## src/hdl/cpu_ctl_pkg.sv

```systemverilog
package cpu_ctl_pkg;

    ////////////////////////////////////////////////////////////////////////////
    // Widths
    ////////////////////////////////////////////////////////////////////////////

    // Instruction bytes arrive one per cycle, up to four per instruction
    localparam int BYTE_W    = 8;
    localparam int INSN_W    = 32;
    localparam int WORD_W    = 16;
    localparam int REG_IDX_W = 4;
    localparam int OPCODE_W  = 4;
    localparam int ALU_OP_W  = 3;
    localparam int CTL_W     = 11;
    localparam int STEP_W    = 5;

    // Register file size and the number of operand buses
    localparam int NUM_REGS  = 16;
    localparam int NUM_BUSES = 3;

    typedef logic [BYTE_W-1:0]              byte_t;
    typedef logic [INSN_W-1:0]              insn_t;
    typedef logic [WORD_W-1:0]              word_t;
    typedef logic [REG_IDX_W-1:0]           reg_idx_t;
    typedef logic [NUM_REGS-1:0]            reg_mask_t;
    // Bit reg*3+bus puts a register onto bus A, B or C
    typedef logic [NUM_REGS*NUM_BUSES-1:0]  bus_mask_t;
    typedef logic [ALU_OP_W-1:0]            alu_op_t;
    typedef logic [CTL_W-1:0]               ctl_word_t;

    // Bus numbers inside one register's group of three enables
    localparam int unsigned BUS_A = 0;
    localparam int unsigned BUS_B = 1;
    localparam int unsigned BUS_C = 2;

    // Register 0 holds the program counter
    localparam reg_idx_t REG_PC = 4'd0;

    ////////////////////////////////////////////////////////////////////////////
    // Instruction fields
    ////////////////////////////////////////////////////////////////////////////

    localparam int FIELD_OP_LSB  = 4;
    localparam int FIELD_A_LSB   = 0;
    localparam int FIELD_C_LSB   = 8;
    localparam int FIELD_B_LSB   = 12;
    localparam int IMM_SHORT_LSB = 8;
    localparam int IMM_LONG_LSB  = 16;

    // ALU operation codes
    localparam alu_op_t ALU_ADD    = 3'b000;
    localparam alu_op_t ALU_ADD_HI = 3'b001;
    localparam alu_op_t ALU_SUB    = 3'b010;
    localparam alu_op_t ALU_ROT    = 3'b011;
    localparam alu_op_t ALU_LOGIC  = 3'b100;
    localparam alu_op_t ALU_BEZ    = 3'b101;
    localparam alu_op_t ALU_BNEZ   = 3'b110;
    localparam alu_op_t ALU_BGEZ   = 3'b111;

    // Datapath steering words, same bit values as the existing datapath expects
    localparam ctl_word_t CTL_FETCH      = 11'b00010010101;
    localparam ctl_word_t CTL_REG_REG    = 11'b00010000011;
    localparam ctl_word_t CTL_REG_IMM    = 11'b00010000101;
    localparam ctl_word_t CTL_IMM_TO_REG = 11'b00101000000;
    localparam ctl_word_t CTL_STORE_LO   = 11'b01000100101;
    localparam ctl_word_t CTL_STORE_HI   = 11'b10000100101;

    typedef enum logic [OPCODE_W-1:0] {
        OP_PUSH_R  = 4'b0000,
        OP_POP     = 4'b0001,
        OP_LFUN_RR = 4'b0010,
        OP_ADD_RR  = 4'b0011,
        OP_SUB_RR  = 4'b0100,
        OP_ROT_RR  = 4'b0101,
        OP_ROT_RC  = 4'b0110,
        OP_ADD_RC  = 4'b0111,
        OP_MOV_RC  = 4'b1000,
        OP_PUSH_C  = 4'b1001,
        OP_LFUN_RC = 4'b1010,
        OP_BEZ     = 4'b1011,
        OP_BNEZ    = 4'b1100,
        OP_BGEZ    = 4'b1101,
        OP_LOAD    = 4'b1110,
        OP_STORE   = 4'b1111
    } opcode_t;

    typedef enum logic [STEP_W-1:0] {
        ST_FETCH    = 5'd0,
        ST_DECODE   = 5'd1,
        ST_EXEC     = 5'd2,
        ST_STORE_LO = 5'd3,
        ST_STORE_HI = 5'd4
    } step_t;

endpackage

```

## src/hdl/insn_fetch.sv

```systemverilog
`timescale 1ns/1ps

module insn_fetch (
    input  logic               clk,
    input  logic               reset,
    input  cpu_ctl_pkg::byte_t data_in,
    input  logic               fetch_en,
    output cpu_ctl_pkg::insn_t insn,
    output logic               insn_done
);

    import cpu_ctl_pkg::*;

    // Index of the byte being captured, 0 to 3
    logic [1:0] byte_cnt;
    // Index of the last byte of the current instruction
    logic [1:0] last_idx;
    opcode_t    cur_op;

    ////////////////////////////////////////////////////////////////////////////
    // Opcode length table
    ////////////////////////////////////////////////////////////////////////////

    // Returns the instruction length minus one
    function automatic logic [1:0] last_byte(input opcode_t op);
        case (op)
            OP_PUSH_R, OP_POP:
                last_byte = 2'd0;
            OP_LFUN_RR, OP_ADD_RR, OP_SUB_RR, OP_ROT_RR, OP_ROT_RC:
                last_byte = 2'd1;
            OP_ADD_RC, OP_MOV_RC, OP_PUSH_C:
                last_byte = 2'd2;
            default:
                last_byte = 2'd3;
        endcase
    endfunction

    // On byte 0 the opcode is still on the input and not yet in the register
    assign cur_op = (byte_cnt == 2'd0) ? opcode_t'(data_in[FIELD_OP_LSB +: OPCODE_W])
                                       : opcode_t'(insn[FIELD_OP_LSB +: OPCODE_W]);

    assign last_idx = last_byte(cur_op);

    // High in the cycle whose rising edge captures the final byte
    assign insn_done = fetch_en && (byte_cnt == last_idx);

    ////////////////////////////////////////////////////////////////////////////
    // Byte lanes
    ////////////////////////////////////////////////////////////////////////////

    always_ff @(posedge clk or posedge reset) begin
        if (reset) begin
            insn     <= '0;
            byte_cnt <= 2'd0;
        end else if (fetch_en) begin
            // Byte n lands in bits 8n+7 down to 8n
            insn[byte_cnt * BYTE_W +: BYTE_W] <= data_in;
            // The count restarts so the next fetch begins at byte 0
            if (insn_done) begin
                byte_cnt <= 2'd0;
            end else begin
                byte_cnt <= byte_cnt + 2'd1;
            end
        end
    end

endmodule

```

## src/hdl/exec_sequencer.sv

```systemverilog
`timescale 1ns/1ps

module exec_sequencer (
    input  logic                 clk,
    input  logic                 reset,
    input  logic                 insn_done,
    input  cpu_ctl_pkg::opcode_t opcode,
    output cpu_ctl_pkg::step_t   step,
    output logic                 fetch_en
);

    import cpu_ctl_pkg::*;

    step_t next_step;

    ////////////////////////////////////////////////////////////////////////////
    // Next step
    ////////////////////////////////////////////////////////////////////////////

    always_comb begin
        next_step = step;
        case (step)
            ST_FETCH: begin
                // Stay here until the last byte of the instruction is taken
                if (insn_done) begin
                    next_step = ST_DECODE;
                end
            end
            ST_DECODE: begin
                // The instruction register is complete by now, so the
                // execute path is chosen from the registered opcode
                case (opcode)
                    // Stack and load instructions are not supported and
                    // fall straight through to the next fetch
                    OP_PUSH_R, OP_POP, OP_PUSH_C, OP_LOAD: begin
                        next_step = ST_FETCH;
                    end
                    OP_STORE: begin
                        next_step = ST_STORE_LO;
                    end
                    default: begin
                        next_step = ST_EXEC;
                    end
                endcase
            end
            ST_EXEC: begin
                next_step = ST_FETCH;
            end
            // Store writes the low byte, then the high byte
            ST_STORE_LO: begin
                next_step = ST_STORE_HI;
            end
            ST_STORE_HI: begin
                next_step = ST_FETCH;
            end
            default: begin
                next_step = ST_FETCH;
            end
        endcase
    end

    always_ff @(posedge clk or posedge reset) begin
        if (reset) begin
            step <= ST_FETCH;
        end else begin
            step <= next_step;
        end
    end

    // Bytes are only accepted while fetching
    assign fetch_en = (step == ST_FETCH);

endmodule

```

## src/hdl/ctl_word_gen.sv

```systemverilog
`timescale 1ns/1ps

module ctl_word_gen (
    input  logic                   clk,
    input  logic                   reset,
    input  cpu_ctl_pkg::step_t     step,
    input  cpu_ctl_pkg::insn_t     insn,
    output logic                   data_write_en,
    output cpu_ctl_pkg::alu_op_t   alu_op,
    output cpu_ctl_pkg::reg_idx_t  alu_logic_func,
    output cpu_ctl_pkg::ctl_word_t ctl_out,
    output cpu_ctl_pkg::word_t     immediate,
    output cpu_ctl_pkg::reg_mask_t write_en,
    output cpu_ctl_pkg::bus_mask_t output_en
);

    import cpu_ctl_pkg::*;

    opcode_t   opcode;
    reg_idx_t  field_a;
    reg_idx_t  field_b;
    reg_idx_t  field_c;
    word_t     imm_short;
    word_t     imm_long;

    // One-hot selects built from the register fields
    reg_mask_t wr_a;
    reg_mask_t wr_b;
    bus_mask_t a_on_a;
    bus_mask_t b_on_a;
    bus_mask_t b_on_b;
    bus_mask_t b_on_c;
    bus_mask_t c_on_a;
    bus_mask_t c_on_b;

    ////////////////////////////////////////////////////////////////////////////
    // Field decode
    ////////////////////////////////////////////////////////////////////////////

    function automatic reg_mask_t reg_sel(input reg_idx_t idx);
        reg_sel = reg_mask_t'(1) << idx;
    endfunction

    // Each register owns three adjacent enables, one per bus
    function automatic bus_mask_t bus_sel(input reg_idx_t idx, input int unsigned bus);
        bus_sel = bus_mask_t'(1) << (idx * NUM_BUSES + bus);
    endfunction

    // ALU code for every opcode that has an execute step
    function automatic alu_op_t alu_code(input opcode_t op);
        case (op)
            OP_LFUN_RR, OP_LFUN_RC: alu_code = ALU_LOGIC;
            OP_SUB_RR:              alu_code = ALU_SUB;
            OP_ROT_RR, OP_ROT_RC:   alu_code = ALU_ROT;
            OP_BEZ:                 alu_code = ALU_BEZ;
            OP_BNEZ:                alu_code = ALU_BNEZ;
            OP_BGEZ:                alu_code = ALU_BGEZ;
            default:                alu_code = ALU_ADD;
        endcase
    endfunction

    assign opcode    = opcode_t'(insn[FIELD_OP_LSB +: OPCODE_W]);
    assign field_a   = insn[FIELD_A_LSB +: REG_IDX_W];
    assign field_b   = insn[FIELD_B_LSB +: REG_IDX_W];
    assign field_c   = insn[FIELD_C_LSB +: REG_IDX_W];
    assign imm_short = insn[IMM_SHORT_LSB +: WORD_W];
    assign imm_long  = insn[IMM_LONG_LSB +: WORD_W];

    // The logic function select goes to the ALU straight from field c
    assign alu_logic_func = field_c;

    assign wr_a   = reg_sel(field_a);
    assign wr_b   = reg_sel(field_b);
    assign a_on_a = bus_sel(field_a, BUS_A);
    assign b_on_a = bus_sel(field_b, BUS_A);
    assign b_on_b = bus_sel(field_b, BUS_B);
    assign b_on_c = bus_sel(field_b, BUS_C);
    assign c_on_a = bus_sel(field_c, BUS_A);
    assign c_on_b = bus_sel(field_c, BUS_B);

    ////////////////////////////////////////////////////////////////////////////
    // Registered outputs
    ////////////////////////////////////////////////////////////////////////////

    always_ff @(posedge clk or posedge reset) begin
        if (reset) begin
            data_write_en <= 1'b0;
            alu_op        <= '0;
            ctl_out       <= '0;
            immediate     <= '0;
            write_en      <= '0;
            output_en     <= '0;
        end else begin
            // Memory writes happen in the two store steps only
            data_write_en <= 1'b0;
            case (step)
                ST_FETCH: begin
                    // PC goes out on bus A as the address and comes back plus one
                    write_en  <= reg_sel(REG_PC);
                    output_en <= bus_sel(REG_PC, BUS_A);
                    alu_op    <= ALU_ADD;
                    ctl_out   <= CTL_FETCH;
                    immediate <= word_t'(1);
                end
                ST_DECODE: begin
                    // Nothing is written while the opcode is decoded
                    write_en <= '0;
                end
                ST_EXEC: begin
                    case (opcode)
                        OP_LFUN_RR: begin
                            write_en  <= wr_a;
                            output_en <= a_on_a | b_on_b;
                            alu_op    <= alu_code(opcode);
                            ctl_out   <= CTL_REG_REG;
                        end
                        OP_ADD_RR, OP_SUB_RR, OP_ROT_RR: begin
                            write_en  <= wr_b;
                            output_en <= b_on_a | c_on_b;
                            alu_op    <= alu_code(opcode);
                            ctl_out   <= CTL_REG_REG;
                        end
                        OP_ROT_RC, OP_ADD_RC: begin
                            write_en  <= wr_a;
                            output_en <= a_on_a;
                            alu_op    <= alu_code(opcode);
                            ctl_out   <= CTL_REG_IMM;
                            // Rotate takes its small count from field c
                            immediate <= (opcode == OP_ROT_RC) ? word_t'(field_c) : imm_short;
                        end
                        OP_MOV_RC: begin
                            // Immediate goes straight into the register, the ALU is idle
                            write_en  <= wr_a;
                            output_en <= '0;
                            ctl_out   <= CTL_IMM_TO_REG;
                            immediate <= imm_short;
                        end
                        OP_LFUN_RC: begin
                            write_en  <= wr_b;
                            output_en <= b_on_a;
                            alu_op    <= alu_code(opcode);
                            ctl_out   <= CTL_REG_IMM;
                            immediate <= imm_long;
                        end
                        OP_BEZ, OP_BNEZ, OP_BGEZ: begin
                            // Target base on bus A, tested register on bus C
                            write_en  <= reg_sel(REG_PC);
                            output_en <= c_on_a | b_on_c;
                            alu_op    <= alu_code(opcode);
                            ctl_out   <= CTL_REG_IMM;
                            immediate <= imm_long;
                        end
                        default: begin
                            write_en <= '0;
                        end
                    endcase
                end
                ST_STORE_LO, ST_STORE_HI: begin
                    // Address is base plus offset, data register rides on bus B
                    write_en      <= '0;
                    data_write_en <= 1'b1;
                    output_en     <= b_on_a | c_on_b;
                    immediate     <= imm_long;
                    alu_op        <= (step == ST_STORE_LO) ? ALU_ADD : ALU_ADD_HI;
                    ctl_out       <= (step == ST_STORE_LO) ? CTL_STORE_LO : CTL_STORE_HI;
                end
                default: begin
                    write_en <= '0;
                end
            endcase
        end
    end

endmodule

```

## src/hdl/cpu_ctl_top.sv

```systemverilog
`timescale 1ns/1ps

module cpu_ctl_top (
    input  logic                   clk,
    input  logic                   reset,
    input  cpu_ctl_pkg::byte_t     data_in,
    output logic                   data_write_en,
    output cpu_ctl_pkg::alu_op_t   alu_op,
    output cpu_ctl_pkg::reg_idx_t  alu_logic_func,
    output cpu_ctl_pkg::ctl_word_t ctl_out,
    output cpu_ctl_pkg::word_t     immediate,
    output cpu_ctl_pkg::reg_mask_t write_en,
    output cpu_ctl_pkg::bus_mask_t output_en
);

    import cpu_ctl_pkg::*;

    // Assembled instruction shared by the sequencer and the output stage
    insn_t   insn;
    logic    insn_done;
    logic    fetch_en;
    step_t   step;
    opcode_t opcode;

    // The sequencer only looks at the opcode nibble of byte 0
    assign opcode = opcode_t'(insn[FIELD_OP_LSB +: OPCODE_W]);

    insn_fetch u_fetch (
        .clk       (clk),
        .reset     (reset),
        .data_in   (data_in),
        .fetch_en  (fetch_en),
        .insn      (insn),
        .insn_done (insn_done)
    );

    exec_sequencer u_seq (
        .clk       (clk),
        .reset     (reset),
        .insn_done (insn_done),
        .opcode    (opcode),
        .step      (step),
        .fetch_en  (fetch_en)
    );

    // Outputs lag the sequencer step by one clock
    ctl_word_gen u_ctl (
        .clk            (clk),
        .reset          (reset),
        .step           (step),
        .insn           (insn),
        .data_write_en  (data_write_en),
        .alu_op         (alu_op),
        .alu_logic_func (alu_logic_func),
        .ctl_out        (ctl_out),
        .immediate      (immediate),
        .write_en       (write_en),
        .output_en      (output_en)
    );

endmodule

```

## config.mk

```make
export PLATFORM = sky130hd
export DESIGN_NAME = cpu_ctl_top
export DESIGN_NICKNAME = d
export VERILOG_FILES = /design/src/hdl/cpu_ctl_pkg.sv /design/src/hdl/insn_fetch.sv /design/src/hdl/exec_sequencer.sv /design/src/hdl/ctl_word_gen.sv /design/src/hdl/cpu_ctl_top.sv
export SDC_FILE = /design/constraint.sdc
export NUM_CORES = 1
export LEC_CHECK = 0
export ABC_AREA = 1
export BUFFER_PORTS_ARGS = -buffer_cell sky130_fd_sc_hd__buf_2
export CAP_MARGIN = 20
export CORE_MARGIN = 2
export CORE_UTILIZATION = 35
export CTS_BUF_LIST = sky130_fd_sc_hd__clkbuf_16
export DETAILED_ROUTE_END_ITERATION = 6
export PLACE_DENSITY = 0.55
export SKIP_CTS_REPAIR_TIMING = 1
export SLEW_MARGIN = 0
export SYNTH_ARGS = -nofsm -noshare
export SYNTH_HDL_FRONTEND = slang
export SYNTH_SLANG_ARGS = --single-unit
```

## constraint.sdc

```tcl
create_clock -name clk -period 9.4 [get_ports clk]
set_clock_uncertainty 0.15 [all_clocks]
set_input_delay 0.94 -clock clk [delete_from_list [all_inputs] [get_ports clk]]
set_output_delay 0.94 -clock clk [all_outputs]
set_load 0.005 [all_outputs]
```

==> results.toml, run 1 <==
[outcome]
outcome = "complete, no violations"

[clocking]
clock_sinks = 130
clk_latency_ns = 0.44
cts_buffers = 17
tritoncts = "done"
cts_buffer_depth = 2
path_clk_slew_ns = 0.07
root_buffer = "clkbuf_16"
h-tree-depth = 4

[floorplan]
start_util_pct = 35.5
die_h_um = 169
dieArea_sq_um = 28600
fp.coreArea_sq_um = 26900
chipWidth_um = 169
rows = 60
io_pins = 109

[timing]
fin_crit_sh_pct = 42.0
finalWorstSetupSlack_ns = 5.46
hold_viol = 0
max_slew_margin_pct = 25.7
rsz0062_at_grt = "no"
fmax_ghz = 0.254
maxSlewViolCount = 0
tns_ns = 0
tightest_slew_ns = 1.11
post-route-min-period_ns = 3.94
setup_violations = 0

[logic_synthesis]
ys_top_cells_by_count = "382 x nand2_1, 214 x nand3_1, 130 x dfrtp_1"
ys_seq_area_share_pct = 34.1
synth_ff_type = "dfrtp_1"
synth_top_cell_by_area = "dfrtp_1"
syn_area_sq_um = 9530
yosys-top-cells-area = "dfrtp_1 34%, nand2_1 15%, nand3_1 11%"
synthArstFlopShare_pct = 100
synth_warnings = 0
ys_ff_latch = 130
yosys.cell_count.top_type = "nand2_1"
syn_area_per_cell_sq_um = 6.63
syn-num-nets = 1483
synth_cells = 1439
yosys.area.top_type_share_pct = 34.1
synth-edff-count = 0
synth.distinct_cells = 50

[cells_and_area]
fin_area_sq_um = 10800
area_growth_pct = 13.3
drive_gt1_share_pct = 12.5
nets = 1538
diodes = 0
final_cell_count_no_fill = 1848

[routing]
antenna_left = 0
via_per_inst = 5.54
firstDrtPassIters = 6
drt-initial-drc-count = 1003
drcViolationCount = 0
routedWlPerCell_um = 20.1
drt-total-wl_um = 37200
vias = 10200

[placement]
dp_hpwl_um = 26800
postPlaceCellArea_sq_um = 10200
place_ws_ns = 5.26
dp_cells = 1815
port_buffers = 107
gp_congestion = 0.971

[setup_path]
critPathKind = "reg2reg"
crit_top_cell = "nand2_1"
worstPathCellList = "inv_1 -> ha_1 -> inv_1 -> nand2_1 -> nand2_1 -> inv_1 -> nor3_1 -> nand2_1 -> o21ai_0 -> nand2_1 -> nand3_1 -> nand3_1 -> nand2_1"
crit_arrival_ns = 4.17
cpPeakStageDelay_ns = 0.70
required_ns = 9.62
cp_max_fo = 14
worstSetupStartpointType = "register"
end_kind = "register"
crit_slowest_cell = "dfrtp_1"

[power_and_ir_drop]
peakVddDrop_mv = 0.176
p_leak_nw = 5.17
power_density_nw_per_um2 = 354

[worst_hold_path]
min_path_type = "reg2reg"

[global_route]
grt_usage_pct = 26.3
grt_pass1_vias = 9867
grt_pass1_wl_um = 58300
gr-total-overflow = 0
grt_max_degree = 74
antenna_found_initial = 0

[flow_run]
drv_cap = 0
## final timing paths
kind                                       start                   to  slack, ns  cells past startpoint
worst max-delay path            u_fetch.insn[10]  u_ctl.output_en[36]       5.46                     13
max in group asynchronous                  reset     u_fetch.insn[15]       7.33                      3
worst max register to register  u_fetch.insn[10]  u_ctl.output_en[36]       5.46                     13
min in group asynchronous                  reset  u_ctl.output_en[38]       0.39                      2
worst min-delay path            u_ctl.ctl_out[5]     u_ctl.ctl_out[5]       0.32                      2
worst min register to register  u_ctl.ctl_out[5]     u_ctl.ctl_out[5]       0.32                      2
## sequential cells by signal, summed over array words and instances, names as in the netlist
signal               count
u_ctl.output_en         48
u_fetch.insn            32
u_ctl.immediate         16
u_ctl.write_en          16
u_ctl.ctl_out            9
u_ctl.alu_op             3
u_seq.step               3
u_fetch.byte_cnt         2
u_ctl.data_write_en      1
## metal layers
metal,up-vias,routed length (um),track usage [%]
li1,4878,-,-
met1,4826,16000,35.6
met2,455,17300,42.6
met3,87,2380,3.23
met4,0,1440,11.2
met5,-,0,0
## final cells by class
class | instances | area (sq um)
flip-flops and latches | 130 | 3250
multi-input cells | 1089 | 5380
clock buffers | 17 | 425
clock inverters | 15 | 136
fillers | 2925 | 16100
repair buffers | 121 | 664
inverters | 135 | 514
well taps | 341 | 427
## placed cells by master (no fill, tap or decap), types with 12 or more instances in the layout
master | Yosys | routed
nand2_1 | 382 | 381
nand3_1 | 214 | 213
dfrtp_1 | 130 | 130
nor2_1 | 128 | 128
inv_1 | 122 | 121
buf_2 | 28 | 107
o21ai_0 | 89 | 89
a21oi_1 | 68 | 68
nand4_1 | 45 | 45
nor3_1 | 44 | 44
ha_1 | 32 | 32
clkbuf_16 | 0 | 17
nand3_2 | 11 | 12
buf_4 | 10 | 12
## metrics by stage
stage / power (mW) / hold slack (ns) / util, %
4_1_cts: 3.77 / 0.321 / 40.1
3_3_place_gp: 3.08 / 0.300 / 37.9
3_5_place_dp: 3.09 / 0.304 / 38.0
6_report: 3.82 / 0.317 / 40.2
2_1_floorplan: 2.42 / 0.315 / -
5_1_grt: 4.11 / 0.349 / 40.2
## cells by family after synthesis
| group | after synthesis | share of synthesized area (%) |
|---|---|---|
| AOI/OAI and AO/OA | 203 | 11.7 |
| and+or+nand+nor | 850 | 39.8 |
| xor gates and xnor gates | 1 | 0.0919 |
| buffers and inverters | 220 | 9.62 |
| other | 1 | 0.0393 |
| adders and majority gates | 34 | 4.62 |
| DFF | 130 | 34.1 |
## critical path: cells and delay by family (launching register included)
kind | cells | cell delay [ns]
buffers and inverters | 3 | 0.51
DFF | 1 | 0.70
and+or+nand+nor | 8 | 1.64
adders and majority gates | 1 | 0.37
AOI/OAI and AO/OA | 1 | 0.51
## power breakdown
| group | total, mW | switching [mW] | internal, mW |
|---|---|---|---|
| Clock | 0.670 | 0.320 | 0.350 |
| Sequential | 0.850 | 0.154 | 0.696 |
| Combinational | 2.30 | 1.69 | 0.610 |
Note: power is estimated with default switching activity, not from simulation.
==> run 2: changes to the inputs <==
Clock period 9.4 ns to 3.88 ns, I/O delays scaled along.
==> results.toml, run 2 (synthesis gave the netlist of run 1 again) <==
[floorplan]
start_util_pct = 35.5
chipWidth_um = 169
io_pins = 109
dieArea_sq_um = 28600
rows = 60
fp.coreArea_sq_um = 26900
die_h_um = 169

[cells_and_area]
num-fill-cells = 2935
drive_gt1_share_pct = 14.7
largest-register = "u_ctl.output_en"
largest_registers = "u_ctl.output_en x48, u_fetch.insn x32"
final_core_util_pct = 41.2
nets = 1576
area_growth_pct = 16.2
largest_reg_flops = 48
most-common-layout-cells = "381 x nand2_1, 213 x nand3_1, 130 x dfrtp_1"
layout_commonest_cell = "nand2_1"
diodes = 0

[clocking]
h-tree-depth = 4
clock_sinks = 130
clk_latency_ns = 0.45
cts_buffers = 17
cts_buffer_depth = 2
path_clk_slew_ns = 0.08
root_buffer = "clkbuf_16"
tritoncts = "done"

[routing]
drt-total-wl_um = 38200
routedWlPerCell_um = 20.3
drcViolationCount = 0
vias = 10500
drt-initial-drc-count = 1226
firstDrtPassIters = 6
antenna_left = 0
via_per_inst = 5.56

[global_route]
antenna_found_initial = 0
gr-usage-met3_pct = 4.58
grt_max_degree = 81
grt_use_met1_pct = 36.2
gr-total-overflow = 0
gr-usage-met2_pct = 43.3
grt_usage_pct = 27.0
grt_pass1_wl_um = 59600
top_usage_layer = "met2"
grt_pass1_vias = 9932

[placement]
gp_congestion = 1.01
port_buffers = 107
dp_hpwl_um = 27900

[timing]
max_slew_margin_pct = 38.2
rsz0062_at_grt = "no"
tns_ns = 0
maxSlewViolCount = 0
setup_violations = 0
post-route-min-period_ns = 3.69
tightest_slew_ns = 0.927
fin_crit_sh_pct = 95.0
hold_viol = 0
fmax_ghz = 0.271

[setup_path]
worstSetupStartpointType = "register"
cp_max_fo = 34
crit_arrival_ns = 3.91
critPathKind = "reg2reg"
required_ns = 4.11
end_kind = "register"

[power_and_ir_drop]
power_density_nw_per_um2 = 877
p_leak_nw = 5.35
peakVddDrop_mv = 0.395

[flow_run]
drv_cap = 0

[worst_hold_path]
min_path_type = "in2reg"

[outcome]
outcome = "complete, no violations"
## run 2: cell type report
cell class	count	area (sq um)	share of cell area [%]
multi-input cells	1089	5380	48.5
flip-flops and latches	130	3250	29.4
repair buffers	159	941	8.49
inverters	135	513	4.63
well taps	341	427	3.85
clock buffers	17	425	3.84
clock inverters	15	141	1.28
## run 2: metrics by stage
step	hold WS (ns)	power, mW	setup slack (ns)	area [sq um]	instances
floorplan	0.315	5.86	1.04	9540	1439
global placement	0.299	7.93	0.267	10500	1853
detailed placement	0.304	7.93	0.307	10500	1853
CTS	-0.0513	9.59	0.289	11100	1885
global route	0.0972	10.4	0.0720	11100	1886
finish	0.0807	9.72	0.193	11100	1886
## run 2: layer usage
layer,part of all wire [%],up-vias,wire length (um)
met5,0,-,0
met4,4.3,0,1650
met3,7.3,112,2810
met2,45,507,17200
met1,43,4905,16500
li1,-,4961,-
## run 2: worst paths after layout
path	from	endpoint	slack [ns]	cells after the start
setup / recovery	u_fetch.insn[12]	u_ctl.output_en[29]	0.19	12
hold reg to reg	u_ctl.ctl_out[5]	u_ctl.ctl_out[5]	0.32	2
setup reg to reg	u_fetch.insn[12]	u_ctl.output_en[29]	0.19	12
min in group asynchronous	reset	u_ctl.output_en[19]	0.47	3
hold / removal	data_in[3]	u_fetch.insn[3]	0.08	3
max in group asynchronous	reset	u_fetch.insn[30]	2.22	4
## run 2: report_power, final
group / switching (mW) / internal [mW]
clock network: 0.796 / 0.852
registers: 0.334 / 1.69
logic: 4.35 / 1.70
total: 5.48 / 4.24
## run 2: critical path, stage by stage (launching register included)
cell and delay, ns:
dfrtp_1 0.50, ha_1 0.33, fa_1 0.62, ha_1 0.22, inv_1 0.07, nor2_1 0.25, nand4_1 0.13, nand2_1 0.11
buf_4 0.36, nand2_1 0.23, o21ai_0 0.38, nand2_1 0.10, o21bai_1 0.15
